[src/touch_pkg.sv]
`default_nettype none

package touch_pkg;

	// Divider and transfer timing
	localparam int SCLK_HALF_PERIOD    = 4;	// cclk cycles per touch_clk half period
	localparam int REPEATS_PER_CHANNEL = 15;	// Conversions per channel, last one kept
	localparam int CMD_BITS            = 8;
	localparam int RESULT_BITS         = 12;
	localparam int TAIL_PERIODS        = 2;	// touch_clk periods with csb high after a transfer

	// Counter widths
	localparam int DIV_CNT_W = $clog2(SCLK_HALF_PERIOD);
	localparam int BIT_CNT_W = $clog2(RESULT_BITS + 1);	// Covers CMD_BITS too
	localparam int REP_CNT_W = $clog2(REPEATS_PER_CHANNEL);

	typedef logic [RESULT_BITS-1:0] sample_t;	// Raw or calibrated converter word
	typedef logic [CMD_BITS-1:0]    cmd_t;	// Command byte
	typedef logic [DIV_CNT_W-1:0]   div_cnt_t;
	typedef logic [BIT_CNT_W-1:0]   bit_cnt_t;
	typedef logic [REP_CNT_W-1:0]   rep_cnt_t;

	// Calibration window
	localparam sample_t X_ADJ_MIN      = 12'h090;
	localparam sample_t X_POST_ADJ_MAX = 12'h745;
	localparam sample_t Y_ADJ_MIN      = 12'h060;
	localparam sample_t Y_POST_ADJ_MAX = 12'h6F0;

	// Channel select field of the command byte
	typedef enum logic [1:0] {
		CH_Y = 2'b00,
		CH_Z = 2'b01,
		CH_X = 2'b10
	} channel_t;

	typedef enum logic [2:0] {IDLE, SEND, GAP, RECV, TAIL} xfer_state_t;

	typedef struct packed {
		channel_t channel;
		sample_t  data;
	} touch_sample_s;	// Finished raw sample

	typedef struct packed {
		sample_t x;
		sample_t y;
		sample_t z;
	} touch_xyz_s;

	// Start bit in 0, channel in 2:1, bit 3 set, upper nibble clear; sent LSB first
	function automatic cmd_t make_cmd(input channel_t ch);
		cmd_t c;
		c      = '0;
		c[0]   = 1'b1;
		c[2:1] = ch;
		c[3]   = 1'b1;
		return c;
	endfunction

endpackage

`default_nettype wire

[src/touch_sclk_gen.sv]
`timescale 1ns/1ns
`default_nettype none

module touch_sclk_gen (
	input  wire  cclk,
	input  wire  rstb,
	output logic touch_clk,
	output logic sclk_rise,	// Pulses in the cycle touch_clk goes high
	output logic sclk_fall	// Pulses in the cycle touch_clk goes low
);

	touch_pkg::div_cnt_t div_cnt;
	logic                wrap;

	assign wrap = (div_cnt == touch_pkg::div_cnt_t'(touch_pkg::SCLK_HALF_PERIOD - 1));

	always_ff @(posedge cclk) begin
		if (!rstb) begin
			div_cnt   <= '0;
			touch_clk <= 1'b0;
			sclk_rise <= 1'b0;
			sclk_fall <= 1'b0;
		end else begin
			sclk_rise <= 1'b0;	// Strobes last one cycle
			sclk_fall <= 1'b0;
			if (wrap) begin
				div_cnt   <= '0;
				touch_clk <= ~touch_clk;
				// Edge strobes line up with the new level
				sclk_rise <= ~touch_clk;
				sclk_fall <= touch_clk;
			end else begin
				div_cnt <= div_cnt + 1'b1;
			end
		end
	end

endmodule

`default_nettype wire

[src/touch_spi_engine.sv]
`timescale 1ns/1ns
`default_nettype none

module touch_spi_engine (
	input  wire                  cclk,
	input  wire                  rstb,
	input  wire                  sclk_rise,
	input  wire                  sclk_fall,
	input  wire                  start,	// Taken only in IDLE
	input  wire touch_pkg::channel_t channel,
	input  wire                  data_in,	// Serial result from the converter
	output logic                 touch_csb,
	output logic                 data_out,	// Serial command to the converter
	output logic                 done,
	output touch_pkg::sample_t   result	// Held until the next done
);

	touch_pkg::xfer_state_t state;
	touch_pkg::bit_cnt_t    bit_cnt;	// Shared by SEND, RECV and TAIL
	touch_pkg::cmd_t        cmd_sr;	// Command shifter with the LSB out first
	touch_pkg::sample_t     rx_sr;	// Result shifter with the MSB in first

	logic load_cmd;
	logic cmd_last;
	logic shift_cmd;
	logic shift_rx;
	logic rx_last;
	logic tail_end;

	// Phase events
	assign load_cmd  = (state == touch_pkg::IDLE) && start;
	assign cmd_last  = (bit_cnt == touch_pkg::bit_cnt_t'(touch_pkg::CMD_BITS));
	assign shift_cmd = (state == touch_pkg::SEND) && sclk_fall && !cmd_last;
	assign shift_rx  = (state == touch_pkg::RECV) && sclk_rise;
	assign rx_last   = (bit_cnt == touch_pkg::bit_cnt_t'(touch_pkg::RESULT_BITS - 1));
	assign tail_end  = (state == touch_pkg::TAIL) && sclk_rise &&
		(bit_cnt == touch_pkg::bit_cnt_t'(touch_pkg::TAIL_PERIODS - 1));

	// Control FSM
	always_ff @(posedge cclk) begin
		if (!rstb) begin
			state     <= touch_pkg::IDLE;
			bit_cnt   <= '0;
			touch_csb <= 1'b1;
			data_out  <= 1'b0;
			done      <= 1'b0;
		end else begin
			done <= 1'b0;
			case (state)
				touch_pkg::IDLE: begin
					if (load_cmd) begin
						bit_cnt <= '0;
						state   <= touch_pkg::SEND;	// Wait for the next fall
					end
				end
				touch_pkg::SEND: begin
					if (sclk_fall) begin
						touch_csb <= 1'b0;
						if (cmd_last) begin	// Byte is out and the line returns to zero
							data_out <= 1'b0;
							bit_cnt  <= '0;
							state    <= touch_pkg::GAP;
						end else begin
							data_out <= cmd_sr[0];
							bit_cnt  <= bit_cnt + 1'b1;
						end
					end
				end
				touch_pkg::GAP: begin
					if (sclk_fall)
						state <= touch_pkg::RECV;	// One idle period done
				end
				touch_pkg::RECV: begin
					if (shift_rx) begin
						if (rx_last) begin
							bit_cnt   <= '0;
							touch_csb <= 1'b1;	// Deselect for the tail
							state     <= touch_pkg::TAIL;
						end else begin
							bit_cnt <= bit_cnt + 1'b1;
						end
					end
				end
				touch_pkg::TAIL: begin
					if (tail_end) begin
						done    <= 1'b1;
						bit_cnt <= '0;
						state   <= touch_pkg::IDLE;
					end else if (sclk_rise) begin
						bit_cnt <= bit_cnt + 1'b1;
					end
				end
				default: state <= touch_pkg::IDLE;
			endcase
		end
	end

	// Shifters and result register
	always_ff @(posedge cclk) begin
		if (load_cmd)
			cmd_sr <= touch_pkg::make_cmd(channel);	// Channel is stable from here
		else if (shift_cmd)
			cmd_sr <= cmd_sr >> 1;
		if (shift_rx)
			rx_sr <= {rx_sr[touch_pkg::RESULT_BITS-2:0], data_in};
		if (tail_end)
			result <= rx_sr;	// Valid with done
	end

endmodule

`default_nettype wire

[src/touch_channel_sequencer.sv]
`timescale 1ns/1ns
`default_nettype none

module touch_channel_sequencer (
	input  wire                       cclk,
	input  wire                       rstb,
	input  wire                       done,	// End of one transfer
	input  wire touch_pkg::sample_t   result,
	output logic                      start,
	output touch_pkg::channel_t       channel,	// Held through each transfer
	output logic                      sample_valid,
	output touch_pkg::touch_sample_s  sample
);

	touch_pkg::rep_cnt_t rep_cnt;
	logic                boot;	// Set in reset to kick off the first transfer
	logic                last_rep;

	assign last_rep = (rep_cnt == touch_pkg::rep_cnt_t'(touch_pkg::REPEATS_PER_CHANNEL - 1));

	// Fixed scan order
	function automatic touch_pkg::channel_t next_channel(input touch_pkg::channel_t ch);
		touch_pkg::channel_t nxt;
		case (ch)
			touch_pkg::CH_X: nxt = touch_pkg::CH_Y;
			touch_pkg::CH_Y: nxt = touch_pkg::CH_Z;
			default:         nxt = touch_pkg::CH_X;
		endcase
		return nxt;
	endfunction

	always_ff @(posedge cclk) begin
		if (!rstb) begin
			boot         <= 1'b1;
			start        <= 1'b0;
			rep_cnt      <= '0;
			channel      <= touch_pkg::CH_X;
			sample_valid <= 1'b0;
		end else begin
			boot         <= 1'b0;
			start        <= boot | done;	// Cycle after reset or after done
			sample_valid <= 1'b0;
			if (done) begin
				if (last_rep) begin
					rep_cnt      <= '0;
					sample_valid <= 1'b1;	// Only the last conversion counts
					channel      <= next_channel(channel);
				end else begin
					rep_cnt <= rep_cnt + 1'b1;
				end
			end
		end
	end

	// Sample payload tagged with the channel it came from
	always_ff @(posedge cclk) begin
		if (done && last_rep) begin
			sample.channel <= channel;
			sample.data    <= result;
		end
	end

endmodule

`default_nettype wire

[src/touch_calibrate.sv]
`timescale 1ns/1ns
`default_nettype none

module touch_calibrate (
	input  wire                          cclk,
	input  wire                          rstb,
	input  wire                          sample_valid,
	input  wire touch_pkg::touch_sample_s sample,
	output touch_pkg::touch_xyz_s        xyz,	// Held between updates
	output logic                         update
);

	touch_pkg::sample_t x_adj;
	touch_pkg::sample_t y_adj;

	// Remove offset, floor at zero, cap at the usable span
	function automatic touch_pkg::sample_t adjust(
		input touch_pkg::sample_t raw,
		input touch_pkg::sample_t adj_min,
		input touch_pkg::sample_t post_max
	);
		touch_pkg::sample_t diff;
		diff = raw - adj_min;
		if (raw < adj_min)
			return '0;	// Below the panel edge
		else if (diff > post_max)
			return post_max;
		else
			return diff;
	endfunction

	assign x_adj = adjust(sample.data, touch_pkg::X_ADJ_MIN, touch_pkg::X_POST_ADJ_MAX);
	assign y_adj = adjust(sample.data, touch_pkg::Y_ADJ_MIN, touch_pkg::Y_POST_ADJ_MAX);

	always_ff @(posedge cclk) begin
		if (!rstb) begin
			xyz    <= '0;
			update <= 1'b0;
		end else begin
			update <= sample_valid;	// Same cycle as the new field
			if (sample_valid) begin
				case (sample.channel)	// Other fields keep their value
					touch_pkg::CH_X: xyz.x <= x_adj;
					touch_pkg::CH_Y: xyz.y <= y_adj;
					default:         xyz.z <= sample.data;	// z is raw
				endcase
			end
		end
	end

endmodule

`default_nettype wire

[src/touchpad_controller.sv]
`timescale 1ns/1ns
`default_nettype none

module touchpad_controller (
	input  wire                   cclk,
	input  wire                   rstb,
	input  wire                   touch_busy,	// Not used by this controller
	input  wire                   data_in,	// Converter serial output
	output logic                  touch_clk,
	output logic                  data_out,	// Converter serial input
	output logic                  touch_csb,
	output touch_pkg::touch_xyz_s xyz,
	output logic                  update
);

	// Divider strobes
	logic sclk_rise;
	logic sclk_fall;

	// Sequencer and engine strobes
	logic                xfer_start;
	logic                xfer_done;
	touch_pkg::channel_t xfer_channel;
	touch_pkg::sample_t  xfer_result;

	// Last sample of each channel
	logic                     sample_valid;
	touch_pkg::touch_sample_s sample;

	touch_sclk_gen u_sclk_gen (
		.cclk      (cclk),
		.rstb      (rstb),
		.touch_clk (touch_clk),
		.sclk_rise (sclk_rise),
		.sclk_fall (sclk_fall)
	);

	touch_spi_engine u_spi_engine (
		.cclk      (cclk),
		.rstb      (rstb),
		.sclk_rise (sclk_rise),
		.sclk_fall (sclk_fall),
		.start     (xfer_start),
		.channel   (xfer_channel),
		.data_in   (data_in),
		.touch_csb (touch_csb),
		.data_out  (data_out),
		.done      (xfer_done),
		.result    (xfer_result)
	);

	touch_channel_sequencer u_sequencer (
		.cclk         (cclk),
		.rstb         (rstb),
		.done         (xfer_done),
		.result       (xfer_result),
		.start        (xfer_start),
		.channel      (xfer_channel),
		.sample_valid (sample_valid),
		.sample       (sample)
	);

	touch_calibrate u_calibrate (
		.cclk         (cclk),
		.rstb         (rstb),
		.sample_valid (sample_valid),
		.sample       (sample),
		.xyz          (xyz),
		.update       (update)
	);

endmodule

`default_nettype wire

[config.mk]
export PLATFORM = sky130hd
export DESIGN_NAME = touchpad_controller
export DESIGN_NICKNAME = d
export VERILOG_FILES = /design/src/touch_pkg.sv /design/src/touch_sclk_gen.sv /design/src/touch_spi_engine.sv /design/src/touch_channel_sequencer.sv /design/src/touch_calibrate.sv /design/src/touchpad_controller.sv
export SDC_FILE = /design/constraint.sdc
export NUM_CORES = 1
export LEC_CHECK = 0
export BUFFER_PORTS_ARGS = -buffer_cell sky130_fd_sc_hd__buf_2
export CAP_MARGIN = 20
export CORE_ASPECT_RATIO = 1.4
export CORE_MARGIN = 3
export CORE_UTILIZATION = 47
export DETAILED_ROUTE_END_ITERATION = 16
export GPL_TIMING_DRIVEN = 0
export PLACE_DENSITY = 0.66
export SYNTH_ARGS = -nofsm -noshare
export SYNTH_HDL_FRONTEND = slang
export SYNTH_SLANG_ARGS = --single-unit
[constraint.sdc]
create_clock -name cclk -period 2.7 [get_ports cclk]
set_clock_uncertainty 0.15 [all_clocks]
set_input_delay 0.27 -clock cclk [delete_from_list [all_inputs] [get_ports cclk]]
set_output_delay 0.27 -clock cclk [all_outputs]
set_load 0.02 [all_outputs]
* After elaboration in Yosys (flattened, before gate mapping)
Cells that the tools add are included.
** Word-level totals
- Output and inout port bits :: 40
- Bits in registers :: 103
- Word-level logic and storage cells :: 115
- Bits of input ports :: 4
** Operators by class
- Multiplexer cells :: 32
- Magnitude comparators :: 4
- Reductions and logical operators :: 27
- Add/subtract/negate cells :: 5
- Equality and inequality tests :: 19
- Bitwise gates (word level) :: 4
** Operator list (number)
- $mux W12 :: 4
- $mux W4 :: 8
- $mux W3 :: 9
- $gt A12 B11 Y1 const B :: 2
- $pmux W4 S4 :: 1
- $reduce_and A2 Y1 :: 8
- $pmux W3 S5 :: 1
- $eq A4 B4 Y1 const B :: 3
- $lt A12 B7 Y1 const B :: 1
- $lt A12 B8 Y1 const B :: 1
- $sub A12 B7 Y12 const B :: 1
- $sub A12 B8 Y12 const B :: 1
- $ne A2 B1 Y1 const B :: 5
- $add A4 B1 Y4 const B :: 2
- $logic_and A1 B1 Y1 :: 7
- $mux W1 :: 7
- $reduce_and A7 Y1 :: 1
- $eq A2 B2 Y1 const B :: 3
- $eq A3 B2 Y1 const B :: 2
- $reduce_and A5 Y1 :: 1
- $eq A4 B1 Y1 const B :: 1
- $logic_not A2 Y1 :: 2
- $ne A2 B2 Y1 const B :: 2
- $pmux W2 S2 :: 1
- 13 further kinds :: 17

* Longest topological paths before layout
Gate-level depths: netlist of the first run.
- Depth in word-level cells :: 5
- Mapped depth :: 7
- Gate-level depth less buffers :: 7

* By module
A second synthesis of the first run with hierarchy kept.
** Unflattened totals
- Cells, all modules :: 387
- Area, all modules :: 4334.2 µm²
** By module, submodules not included
- touch_calibrate :: cells each 211, seq. area each 740.7 µm², area each 1869.3 µm², times used 1
- touch_spi_engine :: cells each 112, seq. area each 1021.0 µm², area each 1534.0 µm², times used 1
- touch_channel_sequencer :: cells each 51, seq. area each 600.6 µm², area each 770.7 µm², times used 1
- touch_sclk_gen :: cells each 13, seq. area each 100.1 µm², area each 160.2 µm², times used 1

* Worst setup path before layout of the first run
Ideal clock, no wire load.
- Path kind :: register to register
- Start point :: register u_spi_engine.done
- End point :: register u_sequencer.channel[1]
- Arrival :: 2.051 ns
- Buffers on the path :: 0
- Period minus slack after synthesis :: 2.330 ns
- Slack :: 0.370 ns
- Required time :: 2.422 ns
- Cell stages (with the launch flop) :: 5
- Library setup time :: 0.128 ns
- Path through :: dfxtp_1 inv_1 nor3_1 mux2i_1 nand2_1
** Between the ends
- Cells in the longest elaborated chain, start to end :: 1
** Ends and longest elaborated chain
- start: declaration :: line touch_spi_engine.sv:14 : output logic done,
- start signal: assignment :: line touch_spi_engine.sv:46 : done <= 1'b0;
- start signal: assignment :: line touch_spi_engine.sv:48 : done <= 1'b0;
- start signal: assignment :: line touch_spi_engine.sv:86 : done <= 1'b1;
- $reduce_and A2 Y1 (no source line)
- end signal: assignment :: line touch_channel_sequencer.sv:37 : channel <= touch_pkg::CH_X;
- end signal: assignment :: line touch_channel_sequencer.sv:47 : channel <= next_channel(channel);
- end: declaration :: line touch_channel_sequencer.sv:10 : output touch_pkg::channel_t channel,
Every way passes these cells.
A chain may end at the register's enable or synchronous reset.

* Final worst setup path of the first run
- Start point :: register u_sequencer.sample[5] (netlist name)
- End point :: register u_calibrate.xyz[31] (netlist name)
** Between the ends
- Cells in the longest elaborated chain, start to end :: 4
- Elaborated cells on any way between the ends :: 5
- Those cells by class :: 1 x add/sub; 2 x order compare; 2 x mux
** Ends and longest elaborated chain
- $sub A12 B8 Y12 :: line touch_calibrate.sv:23 : diff = raw - adj_min;
- $gt A12 B11 Y1 :: line touch_calibrate.sv:26 : else if (diff > post_max)
- $mux W12 :: line touch_calibrate.sv:26
- $mux W12 (*) :: line touch_calibrate.sv:24 : if (raw < adj_min)
Mark *: on every way between the ends. The rest lies on a longest branch, timed or not.

==> flow_metrics.tcl, run 1 <==
set metrics [dict create \
    status "completed" \
    synth_nets 399 \
    worst_ir_drop_vdd_mv 0.359 \
    instances_no_fill 550 \
    period_minus_slack_ps 2610 \
    r2r_cells 7 \
    ff2ff_setup_slack_ps 90 \
    start_util 0.486 \
    cpMaxStageDelayCell "edfxtp_1" \
    ctsHtreeMaxLevel 3 \
    track_usage 0.188 \
    synth_cell_type_count 65 \
    overflow 0 \
    grt_pass1_wl_microns 14700 \
    die_y_microns 118 \
    insertion_delay_ps 340 \
    fin_ws_ps 86.4 \
    worstPathMaxFanout 5 \
    worstPathCellList "inv_1, ha_1, a21bo_2, a2111oi_4, xor2_2, a211oi_4, a32o_1" \
    grt_max_degree 17 \
    vias_per_cell 5.53 \
    synth-edff-count 40 \
    seq_area_frac_synth 0.585 \
    synth_most_common_cell "dfxtp_1" \
    pin_count 44 \
    finalMaxSlewViolations 0 \
    cts-root-buf "clkbuf_16" \
    path_class "flip-flop to flip-flop" \
    drive_above_1_share 0.173 \
    cp-endpoint "u_calibrate.xyz[31]" \
    hpwlAfterDp_microns 6430 \
    synth_seq_cells 103 \
    grt_pass1_vias 2982 \
    timing.rr.end "u_calibrate.xyz[31]" \
    core.rowCount 40 \
    cp.arrival_ps 2700 \
    areaGrowthSynthToFinish_pct 15.9 \
    place_ws_ps 115 \
    die_width_microns 86.0 \
    wirelength_microns 9030 \
    ant_nets 0 \
    synth_ff_type "dfxtp_1" \
    nFillCells 779 \
    syn_area_sq_um 4210 \
    clk_pin_slew_ps 70 \
    clockBufferDepth 2 \
    worst_slew_pin_slew_ps 950 \
    netlist_top_cells_area "dfxtp_1, edfxtp_1, nand2_1" \
    hp-class "flip-flop to flip-flop" \
    dr.pass1.iters 4 \
    die-area_sq_um 10100 \
    antennaDiodeCount 0 \
    avgSynthCellArea_sq_um 10.9 \
    wl_per_cell_microns 16.4 \
    yosysWarnings 0 \
    async_reset_ff_frac 0 \
    cellPowerDensity_nw_per_um2 610 \
    maxCapViolations 0 \
    dr.first_iter.drc_count 139 \
    place_congestion 0.939 \
    coreArea_sq_um 8660 \
    rr_startpoint "u_sequencer.sample[5]" \
    seq_area_sq_um 2460 \
    crit_required_ps 2780 \
    power_leakage_nw 1.85 \
    grt_antenna_before_repair 0 \
    nets 453 \
    cts_made_buffers 9 \
    drc 0 \
    cp_slowest_stage_delay_ps 500 \
    synth_common_cells "dfxtp_1, nand2_1, edfxtp_1" \
    final-setup-viol-count 0 \
    fin_crit_sh 0.968 \
    tritoncts "yes" \
    critical_path.startpoint "u_sequencer.sample[5]" \
    port_buffers 41 \
    synth_top_area_cell "dfxtp_1" \
    start_kind "flip-flop" \
    max_freq_mhz 383 \
    vias 3043 \
    cts.sink_count 103 \
    relSlewSlack 0.364 \
    multi_input_comb_area_sq_um 1620 \
    dp_cells 533 \
    post-cts-setup-buffer-count 0 \
    yosysTopAreaCellShare 0.300 \
    cp-end-kind "flip-flop" \
    synthCells 386 \
    final_hold_viol_count 0 \
]
==> power breakdown <==
| part | total (W) | switching (W) | leakage, nW | internal (W) |
|---|---|---|---|---|
| clock network | 0.00128 | 0.000553 | 0.133 | 0.000723 |
| registers | 0.00163 | 0.0000104 | 0.872 | 0.00162 |
| logic | 0.0000732 | 0.0000461 | 0.840 | 0.0000271 |
| total | 0.00297 | 0.000609 | 1.85 | 0.00237 |
==> repair_timing <==
action                                 CTS  global route
setup endpoints to repair                0             8
resized for setup                        0             2
endpoints found under the hold margin    1             0
hold buffers                             1             0
==> layer usage <==
layer,wire length (microns),vias to the layer above,global-route usage
li1,-,1503,-
met1,3610,1424,0.212
met2,4520,87,0.312
met3,526,29,0.0441
met4,373,0,0.117
met5,0,-,0
==> how the worst min path moves through the flow <==
| stage | startpoint | endpoint | slack (ps) | cells after the start |
|---|---|---|---|---|
| after floorplan | data_in | u_spi_engine.rx_sr[0] | 220 | 0 |
| after global placement | u_spi_engine.result[2] | u_sequencer.sample[2] | 250 | 0 |
| after detailed placement | u_spi_engine.result[2] | u_sequencer.sample[2] | 250 | 0 |
| after CTS | u_spi_engine.rx_sr[11] | u_spi_engine.result[11] | 270 | 0 |
| after global routing | u_spi_engine.rx_sr[11] | u_spi_engine.result[11] | 280 | 0 |
| final | u_spi_engine.result[2] | u_sequencer.sample[2] | 270 | 0 |
==> through the flow <==
| stage | instance area, sq um | total power [W] | setup TNS [ps] | hold WS [ps] | util |
|---|---|---|---|---|---|
| after global routing | 4880 | 0.00307 | -15.1 | 279 | 0.563 |
| final | 4880 | 0.00297 | 0 | 269 | 0.563 |
| after detailed placement | 4560 | 0.00173 | 0 | 255 | 0.527 |
| after floorplan | 4210 | 0.00171 | 0 | 219 | - |
| after global placement | 4550 | 0.00173 | -1300 | 251 | 0.525 |
| after CTS | 4860 | 0.00300 | 0 | 272 | 0.562 |
==> area by class of cell <==
| cell class | instances | share of cell area |
|---|---|---|
| Timing Repair Buffer | 43 | 0.0464 |
| Inverter | 14 | 0.0108 |
| Sequential cell | 103 | 0.505 |
| Tap cell | 105 | 0.0269 |
| Multi-Input combinational cell | 251 | 0.333 |
| Clock buffer | 12 | 0.0485 |
| Buffer | 18 | 0.0185 |
| Clock inverter | 4 | 0.0110 |
==> worst max-delay path, delay by kind of cell (launching register included) <==
family / cells / cell delay [ps]
AOI/OAI and AO/OA: 4 / 1100
DFF: 1 / 500
xor gates and xnor gates: 1 / 330
adders and majority gates: 1 / 200
buffers and inverters: 1 / 220
==> registers in the layout, indices dropped and copies added (netlist names) <==
name                      flops
u_spi_engine.state            3
u_sclk_gen.touch_clk          1
u_spi_engine.result          12
u_sequencer.sample_valid      1
u_calibrate.xyz              36
u_spi_engine.data_out         1
u_spi_engine.rx_sr           12
u_spi_engine.touch_csb        1
u_sclk_gen.sclk_fall          1
u_sclk_gen.div_cnt            2
u_spi_engine.cmd_sr           4
u_sequencer.sample           14
u_sequencer.channel           2
u_calibrate.update            1
u_sclk_gen.sclk_rise          1
u_sequencer.boot              1
u_sequencer.rep_cnt           4
u_spi_engine.bit_cnt          4
u_sequencer.start             1
u_spi_engine.done             1
==> layout by cell type (no fill, tap or decap), types with 3 or more instances in the layout <==
cell type / instances
mux2i_1: 8
and2_1: 6
clkbuf_1: 12
a32oi_1: 5
buf_4: 3
xnor2_1: 6
o21ai_1: 5
a211oi_1: 3
buf_2: 44
a21oi_1: 29
a31oi_1: 4
nor3_1: 6
a32o_1: 5
nor2b_1: 4
nand3_1: 10
and3_1: 3
nand2_1: 44
nor2_1: 26
o21ai_0: 17
xor2_1: 6
o21a_1: 3
nor3b_1: 5
nand3b_1: 4
dfxtp_1: 63
edfxtp_1: 40
inv_1: 14
clkbuf_16: 9
nor4_1: 3
ha_1: 9
==> logic make-up (layout without fill, tap and decap cells) <==
group,Yosys count,after routing,share of synthesized area
simple gates,127,127,0.152
flops,103,103,0.585
compound gates,93,93,0.153
buf+inv,32,91,0.0339
xor+xnor,13,13,0.0271
fa+ha+maj,9,9,0.0268
mux,9,9,0.0217
No activity file was read; power rests on OpenSTA's default activity.
==> run 2, diff against run 1 <==
--- a/config.mk
+++ b/config.mk
@@ -7,12 +7,14 @@
 export LEC_CHECK = 0
 export BUFFER_PORTS_ARGS = -buffer_cell sky130_fd_sc_hd__buf_2
 export CAP_MARGIN = 20
+export CELL_PAD_IN_SITES_DETAIL_PLACEMENT = 0
+export CELL_PAD_IN_SITES_GLOBAL_PLACEMENT = 1
 export CORE_ASPECT_RATIO = 1.4
 export CORE_MARGIN = 3
-export CORE_UTILIZATION = 47
+export CORE_UTILIZATION = 46
 export DETAILED_ROUTE_END_ITERATION = 16
 export GPL_TIMING_DRIVEN = 0
-export PLACE_DENSITY = 0.66
+export PLACE_DENSITY_LB_ADDON = 0.1
 export SYNTH_ARGS = -nofsm -noshare
 export SYNTH_HDL_FRONTEND = slang
 export SYNTH_SLANG_ARGS = --single-unit
==> run 2 against run 1 <==
  * First-iteration DRC count is 43% higher
  * Sequential share of layout area is 0.065 points lower
  * Count of clock-buffer cells in the layout is 3 lower
  * Non-clock buffer count stayed put
  * Die area is 2.0% higher
  * Power is 0.94% higher
  * Largest power group unchanged
==> flow_metrics.tcl, run 2 (synthesis results as in run 1) <==
set metrics [dict create \
    max_freq_mhz 393 \
    hold_slack_ps 267 \
    nFillCells 789 \
    final-setup-viol-count 0 \
    grt_max_degree 19 \
    hp-class "flip-flop to flip-flop" \
    place_congestion 0.907 \
    die_y_microns 119 \
    power_leakage_nw 1.86 \
    relSlewSlack 0.340 \
    port_buffers 41 \
    core.rowCount 40 \
    grt_antenna_before_repair 0 \
    overflow 0 \
    clockBufferDepth 2 \
    wl_per_cell_microns 16.6 \
    final_hold_viol_count 0 \
    hpwlAfterDp_microns 6530 \
    worstPathMaxFanout 5 \
    grt_pass1_vias 2887 \
    vias 3015 \
    largestRegisters "u_calibrate.xyz: 36 flops, u_sequencer.sample: 14 flops" \
    ant_nets 0 \
    cts.sink_count 103 \
    ff2ff_setup_slack_ps 150 \
    cts_made_buffers 9 \
    ctsHtreeMaxLevel 3 \
    areaGrowthSynthToFinish_pct 16.0 \
    worst_ir_drop_vdd_mv 0.333 \
    crit_required_ps 2830 \
    finalMaxSlewViolations 0 \
    insertion_delay_ps 340 \
    pin_count 44 \
    nets 453 \
    vias_per_cell 5.48 \
    final_common_cell "dfxtp_1" \
    drive_above_1_share 0.180 \
    drc 0 \
    cts-root-buf "clkbuf_16" \
    grt_pass1_wl_microns 14600 \
    coreArea_sq_um 8760 \
    cp-end-kind "flip-flop" \
    largest-register "u_calibrate.xyz" \
    path_class "flip-flop to flip-flop" \
    fin_crit_sh 0.943 \
    start_util 0.481 \
    status "completed" \
    tritoncts "yes" \
    dr.pass1.iters 4 \
    clk_pin_slew_ps 70 \
    antennaDiodeCount 0 \
    tns_ps 0 \
    cellPowerDensity_nw_per_um2 615 \
    rsz0062_at_grt "no" \
    period_minus_slack_ps 2550 \
    wirelength_microns 9150 \
    die-area_sq_um 10400 \
    maxCapViolations 0 \
    worst_slew_pin_slew_ps 987 \
    start_kind "flip-flop" \
    track_usage 0.184 \
    dr.first_iter.drc_count 199 \
    cp.arrival_ps 2680 \
    final_cell_mix "dfxtp_1, buf_2, nand2_1" \
    largest_reg_flops 36 \
    die_width_microns 86.8 \
]
==> run 2: cell count changes in the layout (fill, tap and decap cells not counted) <==
cell        previous run  this run
a211oi_4               1         0
clkinv_4               0         2
clkinvlp_2             0         1
a211oi_2               0         1
inv_6                  1         3
clkinvlp_4             2         0
clkbuf_1              12         9
==> run 2: metal layers <==
metal	vias to the layer above	wire [microns]	track usage
met1	1423	3980	0.231
li1	1505	-	-
met4	0	171	0.0750
met3	12	458	0.0526
met2	75	4530	0.295
met5	-	0	0
==> run 2: repair_timing <==
item | CTS | global route
setup endpoints to repair | 0 | 4
resized for setup | 0 | 1
endpoints found under the hold margin | 1 | 0
buffers inserted | 0 | 0
hold buffers | 1 | 0
==> run 2: final timing paths <==
path	from	end	cells after the start
min	u_spi_engine.result[3]	u_sequencer.sample[3]	0
min reg2reg	u_spi_engine.result[3]	u_sequencer.sample[3]	0
max	u_sequencer.sample[5]	u_calibrate.xyz[27]	7
max reg2reg	u_sequencer.sample[5]	u_calibrate.xyz[27]	7
==> run 2: layout make-up <==
| cell class | instances | area, sq um | area share |
|---|---|---|---|
| Sequential cell | 103 | 2460 | 0.504 |
| Multi-Input combinational cell | 251 | 1620 | 0.331 |
| Timing Repair Buffer | 43 | 226 | 0.0464 |
| Clock buffer | 9 | 225 | 0.0461 |
| Tap cell | 105 | 131 | 0.0269 |
| Buffer | 18 | 90.1 | 0.0184 |
| Clock inverter | 7 | 78.8 | 0.0161 |
| Inverter | 14 | 52.6 | 0.0108 |
==> run 2: worst max-delay path, cell delays in order, from the launching register on <==
cell and delay [ps]:
edfxtp_1 490, inv_1 220, ha_1 190, a21bo_2 280, a2111oi_4 400, xor2_2 160
a211oi_2 370, a32o_1 230
==> run 2: power by group <==
part | internal [W] | switching, W | total (W) | leakage (nW)
registers | 0.00161 | 0.0000102 | 0.00162 | 0.872
clock network | 0.000729 | 0.000574 | 0.00130 | 0.147
logic | 0.0000271 | 0.0000467 | 0.0000738 | 0.840
total | 0.00237 | 0.000631 | 0.00300 | 1.86
==> run 2: stage by stage <==
step / total power [W] / utilization / cell area (sq um) / std cells / setup slack [ps]
floorplan: 0.00171 / - / 4210 / 386 / 370
global placement: 0.00173 / 0.519 / 4550 / 532 / -270
detailed placement: 0.00173 / 0.521 / 4560 / 533 / 146
CTS: 0.00304 / 0.557 / 4880 / 550 / 131
global route: 0.00313 / 0.558 / 4880 / 550 / 2.14
finish: 0.00300 / 0.558 / 4880 / 550 / 155
